`src/ao_bus_pkg.sv`:
```
// Bus widths shared by the always-on subsystem
// All accesses are full 32-bit words and byte enables are not carried
package ao_bus_pkg;

  // OBI and register bus data word
  localparam int unsigned DATA_W = 32;

  // OBI and register bus byte address
  localparam int unsigned ADDR_W = 32;

  // Fast interrupt lines handled by fast_intr_ctrl
  localparam int unsigned NUM_FAST_INTR = 15;

  // Pins driven and sampled by gpio_ao
  localparam int unsigned NUM_GPIO = 8;

endpackage

```
`src/ao_map_pkg.sv`:
```
// Address map of the always-on block
// Peripheral index sits in bits 15:12, register offset in bits 11:0
package ao_map_pkg;

  localparam int unsigned REGION_W     = 16;
  localparam int unsigned PERIPH_IDX_W = 4;
  localparam int unsigned REG_OFF_W    = 12;

  // Upper address bits of the always-on region
  localparam logic [REGION_W-1:0] AO_REGION = 16'h2000;

  localparam logic [PERIPH_IDX_W-1:0] NUM_AO_PERIPH = 4'd3;

  localparam logic [PERIPH_IDX_W-1:0] SOC_CTRL_IDX  = 4'd0;
  localparam logic [PERIPH_IDX_W-1:0] FAST_INTR_IDX = 4'd1;
  localparam logic [PERIPH_IDX_W-1:0] GPIO_IDX      = 4'd2;

  // soc_ctrl
  localparam logic [REG_OFF_W-1:0] EXIT_VALID_OFF  = 12'h000;
  localparam logic [REG_OFF_W-1:0] EXIT_VALUE_OFF  = 12'h004;
  localparam logic [REG_OFF_W-1:0] BOOT_SELECT_OFF = 12'h008;

  // fast_intr_ctrl
  localparam logic [REG_OFF_W-1:0] FI_PENDING_OFF = 12'h000;
  localparam logic [REG_OFF_W-1:0] FI_ENABLE_OFF  = 12'h004;

  // gpio_ao
  localparam logic [REG_OFF_W-1:0] GPIO_DIR_OFF         = 12'h000;
  localparam logic [REG_OFF_W-1:0] GPIO_OUT_OFF         = 12'h004;
  localparam logic [REG_OFF_W-1:0] GPIO_IN_OFF          = 12'h008;
  localparam logic [REG_OFF_W-1:0] GPIO_INTR_EN_OFF     = 12'h00C;
  localparam logic [REG_OFF_W-1:0] GPIO_INTR_STATUS_OFF = 12'h010;

  // Flat address word or its decoded fields
  typedef union packed {
    logic [ao_bus_pkg::ADDR_W-1:0] word;
    struct packed {
      logic [REGION_W-1:0]     region;
      logic [PERIPH_IDX_W-1:0] periph_idx;
      logic [REG_OFF_W-1:0]    reg_off;
    } fields;
  } ao_addr_u;

endpackage

```
`src/obi_to_reg.sv`:
```
// OBI slave to register bus bridge that grants every request at once
// The response comes one cycle after the grant and never stalls
`timescale 1ns/1ps

module obi_to_reg (
  input  logic                          clk_i,
  input  logic                          arst_n_i,

  input  logic                          obi_req_i,
  input  logic                          obi_we_i,
  input  logic [ao_bus_pkg::ADDR_W-1:0] obi_addr_i,
  input  logic [ao_bus_pkg::DATA_W-1:0] obi_wdata_i,
  output logic                          obi_gnt_o,
  output logic                          obi_rvalid_o,
  output logic [ao_bus_pkg::DATA_W-1:0] obi_rdata_o,

  output logic                          reg_valid_o,
  output logic                          reg_write_o,
  output logic [ao_bus_pkg::ADDR_W-1:0] reg_addr_o,
  output logic [ao_bus_pkg::DATA_W-1:0] reg_wdata_o,
  input  logic [ao_bus_pkg::DATA_W-1:0] reg_rdata_i
);

  logic                          rvalid_q;
  logic [ao_bus_pkg::DATA_W-1:0] rdata_q;

  // Peripherals answer in the same cycle, so there is never a reason to stall
  assign obi_gnt_o = obi_req_i;

  assign reg_valid_o = obi_req_i;
  assign reg_write_o = obi_we_i;
  assign reg_addr_o  = obi_addr_i;
  assign reg_wdata_o = obi_wdata_i;

  always_ff @(posedge clk_i or negedge arst_n_i) begin
    if (!arst_n_i) begin
      rvalid_q <= 1'b0;
    end else begin
      rvalid_q <= obi_req_i;
    end
  end

  // Writes return zero data
  always_ff @(posedge clk_i) begin
    if (obi_req_i) begin
      rdata_q <= obi_we_i ? '0 : reg_rdata_i;
    end
  end

  assign obi_rvalid_o = rvalid_q;
  assign obi_rdata_o  = rdata_q;

endmodule

```
`src/ao_reg_demux.sv`:
```
// Routes a register strobe to one always-on peripheral
// Unmapped addresses select nothing and read back zero
`timescale 1ns/1ps

module ao_reg_demux (
  input  logic                             reg_valid_i,
  input  logic [ao_bus_pkg::ADDR_W-1:0]    reg_addr_i,
  output logic [ao_map_pkg::REG_OFF_W-1:0] reg_off_o,
  output logic [ao_bus_pkg::DATA_W-1:0]    reg_rdata_o,

  output logic                             soc_sel_o,
  output logic                             fi_sel_o,
  output logic                             gpio_sel_o,

  input  logic [ao_bus_pkg::DATA_W-1:0]    soc_rdata_i,
  input  logic [ao_bus_pkg::DATA_W-1:0]    fi_rdata_i,
  input  logic [ao_bus_pkg::DATA_W-1:0]    gpio_rdata_i
);

  ao_map_pkg::ao_addr_u addr_u;
  logic                 hit;

  assign addr_u.word = reg_addr_i;

  assign hit = (addr_u.fields.region == ao_map_pkg::AO_REGION) &&
               (addr_u.fields.periph_idx < ao_map_pkg::NUM_AO_PERIPH);

  assign reg_off_o = addr_u.fields.reg_off;

  always_comb begin
    soc_sel_o  = 1'b0;
    fi_sel_o   = 1'b0;
    gpio_sel_o = 1'b0;
    reg_rdata_o = '0;
    if (hit) begin
      case (addr_u.fields.periph_idx)
        ao_map_pkg::SOC_CTRL_IDX: begin
          soc_sel_o   = reg_valid_i;
          reg_rdata_o = soc_rdata_i;
        end
        ao_map_pkg::FAST_INTR_IDX: begin
          fi_sel_o    = reg_valid_i;
          reg_rdata_o = fi_rdata_i;
        end
        ao_map_pkg::GPIO_IDX: begin
          gpio_sel_o  = reg_valid_i;
          reg_rdata_o = gpio_rdata_i;
        end
        default: begin
          reg_rdata_o = '0;
        end
      endcase
    end
  end

endmodule

```
`src/soc_ctrl.sv`:
```
// Exit status registers and boot select readout
// BOOT_SELECT is read only, writes to it are dropped
`timescale 1ns/1ps

module soc_ctrl (
  input  logic                             clk_i,
  input  logic                             arst_n_i,

  input  logic                             sel_i,
  input  logic                             write_i,
  input  logic [ao_map_pkg::REG_OFF_W-1:0] reg_off_i,
  input  logic [ao_bus_pkg::DATA_W-1:0]    wdata_i,
  output logic [ao_bus_pkg::DATA_W-1:0]    rdata_o,

  input  logic                             boot_select_i,
  output logic                             exit_valid_o,
  output logic [ao_bus_pkg::DATA_W-1:0]    exit_value_o
);

  logic                          exit_valid_q;
  logic [ao_bus_pkg::DATA_W-1:0] exit_value_q;
  logic                          wr_en;

  assign wr_en = sel_i && write_i;

  always_ff @(posedge clk_i or negedge arst_n_i) begin
    if (!arst_n_i) begin
      exit_valid_q <= 1'b0;
      exit_value_q <= '0;
    end else if (wr_en) begin
      if (reg_off_i == ao_map_pkg::EXIT_VALID_OFF) begin
        exit_valid_q <= wdata_i[0];
      end
      if (reg_off_i == ao_map_pkg::EXIT_VALUE_OFF) begin
        exit_value_q <= wdata_i;
      end
    end
  end

  always_comb begin
    case (reg_off_i)
      ao_map_pkg::EXIT_VALID_OFF:  rdata_o = {{(ao_bus_pkg::DATA_W-1){1'b0}}, exit_valid_q};
      ao_map_pkg::EXIT_VALUE_OFF:  rdata_o = exit_value_q;
      ao_map_pkg::BOOT_SELECT_OFF: rdata_o = {{(ao_bus_pkg::DATA_W-1){1'b0}}, boot_select_i};
      default:                     rdata_o = '0;
    endcase
  end

  assign exit_valid_o = exit_valid_q;
  assign exit_value_o = exit_value_q;

endmodule

```
`src/fast_intr_ctrl.sv`:
```
// Level sensitive latch of the fast interrupt lines with a mask
// A line still high at the clearing write keeps its pending bit set
`timescale 1ns/1ps

module fast_intr_ctrl (
  input  logic                                 clk_i,
  input  logic                                 arst_n_i,

  input  logic                                 sel_i,
  input  logic                                 write_i,
  input  logic [ao_map_pkg::REG_OFF_W-1:0]     reg_off_i,
  input  logic [ao_bus_pkg::DATA_W-1:0]        wdata_i,
  output logic [ao_bus_pkg::DATA_W-1:0]        rdata_o,

  input  logic [ao_bus_pkg::NUM_FAST_INTR-1:0] fast_intr_i,
  output logic [ao_bus_pkg::NUM_FAST_INTR-1:0] fast_intr_o
);

  localparam int unsigned PAD_W = ao_bus_pkg::DATA_W - ao_bus_pkg::NUM_FAST_INTR;

  logic [ao_bus_pkg::NUM_FAST_INTR-1:0] pending_q;
  logic [ao_bus_pkg::NUM_FAST_INTR-1:0] enable_q;
  logic [ao_bus_pkg::NUM_FAST_INTR-1:0] clr;
  logic                                 wr_en;

  assign wr_en = sel_i && write_i;
  assign clr   = (wr_en && reg_off_i == ao_map_pkg::FI_PENDING_OFF) ?
                 wdata_i[ao_bus_pkg::NUM_FAST_INTR-1:0] : '0;

  always_ff @(posedge clk_i or negedge arst_n_i) begin
    if (!arst_n_i) begin
      pending_q <= '0;
      enable_q  <= '0;
    end else begin
      // Set has priority over clear
      pending_q <= (pending_q & ~clr) | fast_intr_i;
      if (wr_en && reg_off_i == ao_map_pkg::FI_ENABLE_OFF) begin
        enable_q <= wdata_i[ao_bus_pkg::NUM_FAST_INTR-1:0];
      end
    end
  end

  always_comb begin
    case (reg_off_i)
      ao_map_pkg::FI_PENDING_OFF: rdata_o = {{PAD_W{1'b0}}, pending_q};
      ao_map_pkg::FI_ENABLE_OFF:  rdata_o = {{PAD_W{1'b0}}, enable_q};
      default:                    rdata_o = '0;
    endcase
  end

  assign fast_intr_o = pending_q & enable_q;

endmodule

```
`src/gpio_ao.sv`:
```
// Always-on GPIO with two flop input sync and rising edge interrupts
// gpio_o is not gated by direction since the pad applies gpio_en_o
`timescale 1ns/1ps

module gpio_ao (
  input  logic                             clk_i,
  input  logic                             arst_n_i,

  input  logic                             sel_i,
  input  logic                             write_i,
  input  logic [ao_map_pkg::REG_OFF_W-1:0] reg_off_i,
  input  logic [ao_bus_pkg::DATA_W-1:0]    wdata_i,
  output logic [ao_bus_pkg::DATA_W-1:0]    rdata_o,

  input  logic [ao_bus_pkg::NUM_GPIO-1:0]  gpio_i,
  output logic [ao_bus_pkg::NUM_GPIO-1:0]  gpio_o,
  output logic [ao_bus_pkg::NUM_GPIO-1:0]  gpio_en_o,
  output logic [ao_bus_pkg::NUM_GPIO-1:0]  intr_gpio_o
);

  localparam int unsigned PAD_W = ao_bus_pkg::DATA_W - ao_bus_pkg::NUM_GPIO;

  logic [ao_bus_pkg::NUM_GPIO-1:0] dir_q;
  logic [ao_bus_pkg::NUM_GPIO-1:0] out_q;
  logic [ao_bus_pkg::NUM_GPIO-1:0] intr_en_q;
  logic [ao_bus_pkg::NUM_GPIO-1:0] status_q;
  logic [ao_bus_pkg::NUM_GPIO-1:0] sync1_q;
  logic [ao_bus_pkg::NUM_GPIO-1:0] sync2_q;
  logic [ao_bus_pkg::NUM_GPIO-1:0] prev_q;
  logic [ao_bus_pkg::NUM_GPIO-1:0] rise;
  logic [ao_bus_pkg::NUM_GPIO-1:0] clr;
  logic                            wr_en;

  assign wr_en = sel_i && write_i;
  assign rise  = sync2_q & ~prev_q;
  assign clr   = (wr_en && reg_off_i == ao_map_pkg::GPIO_INTR_STATUS_OFF) ?
                 wdata_i[ao_bus_pkg::NUM_GPIO-1:0] : '0;

  always_ff @(posedge clk_i or negedge arst_n_i) begin
    if (!arst_n_i) begin
      sync1_q  <= '0;
      sync2_q  <= '0;
      prev_q   <= '0;
      status_q <= '0;
    end else begin
      sync1_q  <= gpio_i;
      sync2_q  <= sync1_q;
      prev_q   <= sync2_q;
      status_q <= (status_q & ~clr) | rise;
    end
  end

  always_ff @(posedge clk_i or negedge arst_n_i) begin
    if (!arst_n_i) begin
      dir_q     <= '0;
      out_q     <= '0;
      intr_en_q <= '0;
    end else if (wr_en) begin
      case (reg_off_i)
        ao_map_pkg::GPIO_DIR_OFF:     dir_q     <= wdata_i[ao_bus_pkg::NUM_GPIO-1:0];
        ao_map_pkg::GPIO_OUT_OFF:     out_q     <= wdata_i[ao_bus_pkg::NUM_GPIO-1:0];
        ao_map_pkg::GPIO_INTR_EN_OFF: intr_en_q <= wdata_i[ao_bus_pkg::NUM_GPIO-1:0];
        default: ;
      endcase
    end
  end

  always_comb begin
    case (reg_off_i)
      ao_map_pkg::GPIO_DIR_OFF:         rdata_o = {{PAD_W{1'b0}}, dir_q};
      ao_map_pkg::GPIO_OUT_OFF:         rdata_o = {{PAD_W{1'b0}}, out_q};
      ao_map_pkg::GPIO_IN_OFF:          rdata_o = {{PAD_W{1'b0}}, sync2_q};
      ao_map_pkg::GPIO_INTR_EN_OFF:     rdata_o = {{PAD_W{1'b0}}, intr_en_q};
      ao_map_pkg::GPIO_INTR_STATUS_OFF: rdata_o = {{PAD_W{1'b0}}, status_q};
      default:                          rdata_o = '0;
    endcase
  end

  assign gpio_o      = out_q;
  assign gpio_en_o   = dir_q;
  assign intr_gpio_o = status_q & intr_en_q;

endmodule

```
`src/ao_peripheral_subsystem.sv`:
```
// Always-on peripheral subsystem behind a single OBI slave port
// Holds soc_ctrl, fast_intr_ctrl and gpio_ao
// The OBI response carries no error field
`timescale 1ns/1ps

module ao_peripheral_subsystem (
  input  logic                                 clk_i,
  input  logic                                 arst_n_i,

  input  logic                                 obi_req_i,
  input  logic                                 obi_we_i,
  input  logic [ao_bus_pkg::ADDR_W-1:0]        obi_addr_i,
  input  logic [ao_bus_pkg::DATA_W-1:0]        obi_wdata_i,
  output logic                                 obi_gnt_o,
  output logic                                 obi_rvalid_o,
  output logic [ao_bus_pkg::DATA_W-1:0]        obi_rdata_o,

  // SoC control
  input  logic                                 boot_select_i,
  output logic                                 exit_valid_o,
  output logic [ao_bus_pkg::DATA_W-1:0]        exit_value_o,

  // Fast interrupts
  input  logic [ao_bus_pkg::NUM_FAST_INTR-1:0] fast_intr_i,
  output logic [ao_bus_pkg::NUM_FAST_INTR-1:0] fast_intr_o,

  // GPIO pins
  input  logic [ao_bus_pkg::NUM_GPIO-1:0]      gpio_i,
  output logic [ao_bus_pkg::NUM_GPIO-1:0]      gpio_o,
  output logic [ao_bus_pkg::NUM_GPIO-1:0]      gpio_en_o,
  output logic [ao_bus_pkg::NUM_GPIO-1:0]      intr_gpio_o
);

  logic                             reg_valid;
  logic                             reg_write;
  logic [ao_bus_pkg::ADDR_W-1:0]    reg_addr;
  logic [ao_bus_pkg::DATA_W-1:0]    reg_wdata;
  logic [ao_bus_pkg::DATA_W-1:0]    reg_rdata;
  logic [ao_map_pkg::REG_OFF_W-1:0] reg_off;

  logic                             soc_sel;
  logic                             fi_sel;
  logic                             gpio_sel;
  logic [ao_bus_pkg::DATA_W-1:0]    soc_rdata;
  logic [ao_bus_pkg::DATA_W-1:0]    fi_rdata;
  logic [ao_bus_pkg::DATA_W-1:0]    gpio_rdata;

  obi_to_reg obi_to_reg_i (
    .clk_i        (clk_i),
    .arst_n_i     (arst_n_i),
    .obi_req_i    (obi_req_i),
    .obi_we_i     (obi_we_i),
    .obi_addr_i   (obi_addr_i),
    .obi_wdata_i  (obi_wdata_i),
    .obi_gnt_o    (obi_gnt_o),
    .obi_rvalid_o (obi_rvalid_o),
    .obi_rdata_o  (obi_rdata_o),
    .reg_valid_o  (reg_valid),
    .reg_write_o  (reg_write),
    .reg_addr_o   (reg_addr),
    .reg_wdata_o  (reg_wdata),
    .reg_rdata_i  (reg_rdata)
  );

  ao_reg_demux ao_reg_demux_i (
    .reg_valid_i  (reg_valid),
    .reg_addr_i   (reg_addr),
    .reg_off_o    (reg_off),
    .reg_rdata_o  (reg_rdata),
    .soc_sel_o    (soc_sel),
    .fi_sel_o     (fi_sel),
    .gpio_sel_o   (gpio_sel),
    .soc_rdata_i  (soc_rdata),
    .fi_rdata_i   (fi_rdata),
    .gpio_rdata_i (gpio_rdata)
  );

  soc_ctrl soc_ctrl_i (
    .clk_i         (clk_i),
    .arst_n_i      (arst_n_i),
    .sel_i         (soc_sel),
    .write_i       (reg_write),
    .reg_off_i     (reg_off),
    .wdata_i       (reg_wdata),
    .rdata_o       (soc_rdata),
    .boot_select_i (boot_select_i),
    .exit_valid_o  (exit_valid_o),
    .exit_value_o  (exit_value_o)
  );

  fast_intr_ctrl fast_intr_ctrl_i (
    .clk_i       (clk_i),
    .arst_n_i    (arst_n_i),
    .sel_i       (fi_sel),
    .write_i     (reg_write),
    .reg_off_i   (reg_off),
    .wdata_i     (reg_wdata),
    .rdata_o     (fi_rdata),
    .fast_intr_i (fast_intr_i),
    .fast_intr_o (fast_intr_o)
  );

  gpio_ao gpio_ao_i (
    .clk_i       (clk_i),
    .arst_n_i    (arst_n_i),
    .sel_i       (gpio_sel),
    .write_i     (reg_write),
    .reg_off_i   (reg_off),
    .wdata_i     (reg_wdata),
    .rdata_o     (gpio_rdata),
    .gpio_i      (gpio_i),
    .gpio_o      (gpio_o),
    .gpio_en_o   (gpio_en_o),
    .intr_gpio_o (intr_gpio_o)
  );

endmodule

```
`config.mk`:
```
export PLATFORM = sky130hd
export DESIGN_NAME = ao_peripheral_subsystem
export DESIGN_NICKNAME = d
export VERILOG_FILES = /design/src/ao_bus_pkg.sv /design/src/ao_map_pkg.sv /design/src/obi_to_reg.sv /design/src/ao_reg_demux.sv /design/src/soc_ctrl.sv /design/src/fast_intr_ctrl.sv /design/src/gpio_ao.sv /design/src/ao_peripheral_subsystem.sv
export SDC_FILE = /design/constraint.sdc
export NUM_CORES = 1
export LEC_CHECK = 0
export ABC_CLOCK_PERIOD_IN_PS = 1300
export BUFFER_PORTS_ARGS = -buffer_cell sky130_fd_sc_hd__buf_4
export CAP_MARGIN = 20
export CORE_MARGIN = 3
export CORE_UTILIZATION = 46
export DETAILED_ROUTE_END_ITERATION = 8
export PLACE_DENSITY = 0.82
export SYNTH_ARGS = -nofsm -noshare
export SYNTH_HDL_FRONTEND = slang
export SYNTH_SLANG_ARGS = --single-unit
```
`constraint.sdc`:
```
create_clock -name clk_i -period 1.3 [get_ports clk_i]
set_input_delay 0.195 -clock clk_i [delete_from_list [all_inputs] [get_ports clk_i]]
set_output_delay 0.195 -clock clk_i [all_outputs]
set_load 0.005 [all_outputs]
```
==> flow_summary_export.csv <==
group,metric,value,unit
logic_synthesis,synth.most_common_cell,"sky130_fd_sc_hd__dfrtp_1",
worst_setup_path,critical_path_peak_fanout,8,
timing,min_hold_slack,15.8,ps
routing,routedWlPerCell,21.3,um
placement,placement.setup.worst_slack,-675,ps
logic_synthesis,ys.flop_type,"sky130_fd_sc_hd__dfrtp_1",
die,num_rows,42,
outcome,failed_checks,"negative setup slack",
routing,first_iter_violations,348,
logic_synthesis,synthesis.yosys.warnings,0,
global_route,maximum_number_of_pins_on_one_net_before_global_route_repair,41,
die,design.die.area,15500,um^2
placement,placed_cells_incl_taps,909,
timing,report.final.hold_viol_count,0,
timing,final.setup.tns,-15140,ps
logic_synthesis,synth_edf_count,32,
logic_synthesis,synth.distinct_cells,43,
routing,remaining_drc_errors,0,
worst_setup_path,worst-setup-path-type,"in2reg",
logic_synthesis,synth_nets,578,
global_route,globalRoute.totalOverflow,0,
power,power_leakage,0.00527,uW
logic_synthesis,synthTopCellsByArea,"sky130_fd_sc_hd__dfrtp_1 (46%), sky130_fd_sc_hd__edfxtp_1 (15%), sky130_fd_sc_hd__mux2_2 (8.5%), sky130_fd_sc_hd__mux2i_1 (4.8%), sky130_fd_sc_hd__mux2_1 (4.0%)",
placement,globalplace.congestion,0.918,
routing,detail_route.wirelength,21500,um
worst_setup_path,worstPathRequired,1600,ps
power,cellPowerDensity,989,nW/um^2
logic_synthesis,synth_top_area_share,46.4,%
clock_network,cts_tree,"built",
timing,setup_violations,134,
clock_network,clock_tree.htree_level_count,4,
worst_hold_path,min_delay_path_depth,2,
worst_setup_path,critical_path.endpoint_type,"flop",
logic_synthesis,syn-instance-count,486,
worst_setup_path,startpoint,"obi_addr_i[12]",
final_layout,final_core_utilization,79.2,%
die,dieWidth,125,um
clock_network,cts_buffer_depth,2,
die,floorplan.initialDensity,48.0,%
placement,portBuffers,197,
timing,relSlewSlack,68.6,%
worst_setup_path,timing.reg2reg.worst_path_depth,5,
power,total_switching_power,2300,uW
worst_setup_path,worstReg2RegEnd,"obi_to_reg_i.obi_rdata_o[3]",
timing,max_clock_freq,656,MHz
logic_synthesis,synth.yosys.seq_area_share,61.2,%
worst_setup_path,critical_path.reg2reg.startpoint,"gpio_ao_i.intr_en_q[3]",
worst_hold_path,hp-class,"in2reg",
timing,clock-skew-final,7.59,ps
power,p_clk_share,45.0,%
final_layout,layout_stage_area_growth_over_the_synthesis_result,65.2,%
clock_network,cts.reportedPaths.clkPinSlew,60,ps
final_layout,antenna_cells,0,
timing,min_period_over_period,117,%
final_layout,num-nets-final,914,
timing,rsz0062_at_grt,"true",
clock_network,clockRootBuffer,"sky130_fd_sc_hd__clkbuf_16",
logic_synthesis,postSynthAreaPerCell,13.3,um^2
routing,viasPerCell,5.42,
timing,min_period,1520,ps
die,floorplan.io_pins,198,
global_route,first_global_vias,5762,
timing,final-max-slew-violation-count,0,
routing,detail-route-antenna-nets,0,
die,die_height,125,um
timing,timing_worst_slew_pin_value,471,ps
clock_network,numClockSinks,152,
global_route,grt_antenna_before_repair,0,
logic_synthesis,ys_ff_latch,152,
power,cellInternalPower,8280,uW
worst_hold_path,min_delay_worst_endpoint,"soc_ctrl_i.exit_value_o[19]",
final_layout,final-instance-count-excl-fill,1011,
logic_synthesis,netlist_area,6480,um^2
worst_setup_path,r2r_setup_slack,-130,ps
logic_synthesis,yosys-top-cells-count,"sky130_fd_sc_hd__dfrtp_1 (120), sky130_fd_sc_hd__mux2_2 (49), sky130_fd_sc_hd__and2_1 (40)",
power,comb_power_share,7.8,%
final_layout,fillers,746,
final_layout,drive_above_1_share,58.9,%
power,power_frac_seq,47.1,%
worst_setup_path,startpoint_type_of_the_worst_setup_path,"input pin",
clock_network,numCtsBuffers,17,
worst_hold_path,hold_path_startpoint,"obi_wdata_i[19]",
die,design.core.area,13500,um^2
global_route,globalRouteTotalUtil,26.5,%
timing,layout_setup_ws,-223,ps
power,power.switching_fraction,21.7,%
placement,detailedPlacementHpwl,13500,um
power,vdd_ir_drop_max,816,uV
logic_synthesis,synth_largest_area_cell,"sky130_fd_sc_hd__dfrtp_1",
routing,drt-pass1-iter-count,6,
run,timing.max_cap.violations,0,
clock_network,clock_insertion_delay_worst_skew,410,ps
outcome,run_status,"finished, violations left",
routing,vias,5478,
worst_setup_path,crit_arrival,1820,ps
logic_synthesis,postSynth.asyncResetShare,78.9,%
global_route,grt_pass1_wl,32200,um
stage by stage:
stage               area (um^2)  total power (uW)
floorplan                  6740              5220
global placement           8870              5740
detailed placement         8870              5760
CTS                       10200             10600
global route              10700             10900
finish                    10700             10600
layout by cell type (no fill, tap or decap), types with 3 or more instances in the layout:
master	count
sky130_fd_sc_hd__a21o_1	23
sky130_fd_sc_hd__a21oi_2	9
sky130_fd_sc_hd__a221oi_2	6
sky130_fd_sc_hd__a22o_1	8
sky130_fd_sc_hd__and2_1	23
sky130_fd_sc_hd__and2_4	17
sky130_fd_sc_hd__and4_4	3
sky130_fd_sc_hd__buf_12	11
sky130_fd_sc_hd__buf_4	250
sky130_fd_sc_hd__buf_6	42
sky130_fd_sc_hd__buf_8	5
sky130_fd_sc_hd__clkbuf_1	4
sky130_fd_sc_hd__clkbuf_16	20
sky130_fd_sc_hd__clkbuf_8	3
sky130_fd_sc_hd__clkinv_2	4
sky130_fd_sc_hd__dfrtp_1	120
sky130_fd_sc_hd__dlygate4sd3_1	26
sky130_fd_sc_hd__edfxtp_1	32
sky130_fd_sc_hd__inv_1	9
sky130_fd_sc_hd__mux2_2	44
sky130_fd_sc_hd__mux2_4	28
sky130_fd_sc_hd__mux2i_1	31
sky130_fd_sc_hd__nand2_1	16
sky130_fd_sc_hd__nand2_2	6
sky130_fd_sc_hd__nand2_4	6
sky130_fd_sc_hd__nand4_1	3
sky130_fd_sc_hd__nor2_1	27
sky130_fd_sc_hd__nor2_4	3
sky130_fd_sc_hd__nor3_4	6
sky130_fd_sc_hd__nor4_4	6
sky130_fd_sc_hd__o22ai_1	7
power groups by stage:
stage / clock [uW] / combinational (uW) / sequential (uW)
2_1_floorplan: 0 / 144 / 5070
3_3_place_gp: 0 / 673 / 5070
3_5_place_dp: 0 / 688 / 5070
4_1_cts: 4790 / 791 / 4990
5_1_grt: 5030 / 888 / 4990
6_report: 4760 / 830 / 4990
state kept, by name, summed over array words and instances (netlist names), 8 cells and up:
signal / count
fast_intr_ctrl_i.pending_q: 15
obi_to_reg_i.obi_rdata_o: 32
gpio_ao_i.sync2_q: 8
gpio_ao_i.gpio_o: 8
gpio_ao_i.prev_q: 8
fast_intr_ctrl_i.enable_q: 15
gpio_ao_i.gpio_en_o: 8
gpio_ao_i.status_q: 8
gpio_ao_i.intr_en_q: 8
soc_ctrl_i.exit_value_o: 32
gpio_ao_i.sync1_q: 8
per-layer routing:
layer  vias to the layer above  track usage [%]  routed length [um]
met2                       267             45.9               10900
met5                         -                0                   0
met1                      2725             31.9                8220
met4                         0             9.93                 799
met3                        63             6.82                1520
li1                       2423                -                   -
critical path, stage by stage:
cell	delay [ps]
sky130_fd_sc_hd__buf_8	110
sky130_fd_sc_hd__or4b_4	560
sky130_fd_sc_hd__nor3_4	240
sky130_fd_sc_hd__and4_4	270
sky130_fd_sc_hd__buf_12	140
sky130_fd_sc_hd__mux2_4	300
what timing repair did:
item                       CTS  global route
resized for setup           71            82
setup endpoints to repair  149           150
pin swaps                   30            32
cloned                       1             2
buffers inserted            27            15
hold buffers                26             0
hold endpoints to repair   103             0
final cells by class:
class / instances / area (um^2) / share of cell area, %
clock buffer: 25 / 507 / 4.74
clock inverter: 7 / 65.1 / 0.608
inverter: 9 / 33.8 / 0.316
multi-input combinational: 305 / 2930 / 27.3
sequential: 152 / 3960 / 37.1
tap: 176 / 220 / 2.06
timing repair buffer: 337 / 2980 / 27.9
cells by family after synthesis:
logic type,synth area share [%]
AO/OA/AOI/OAI,6.72
buffers and inverters,2.03
flip-flops,61.2
multiplexers,17.3
AND/OR/NAND/NOR,12.7
how the worst max path moves through the flow:
stage,to,slack [ps],cells after the start
after CTS,gpio_ao_i.intr_en_q[4],-180,6
after floorplan,obi_to_reg_i.obi_rdata_o[15],-480,7
after global placement,gpio_ao_i.intr_en_q[7],-620,7
after global routing,obi_to_reg_i.obi_rdata_o[20],-280,8
after detailed placement,gpio_ao_i.intr_en_q[4],-670,7
final,gpio_ao_i.intr_en_q[4],-220,6
No activity file was read; power rests on OpenSTA's default activity.
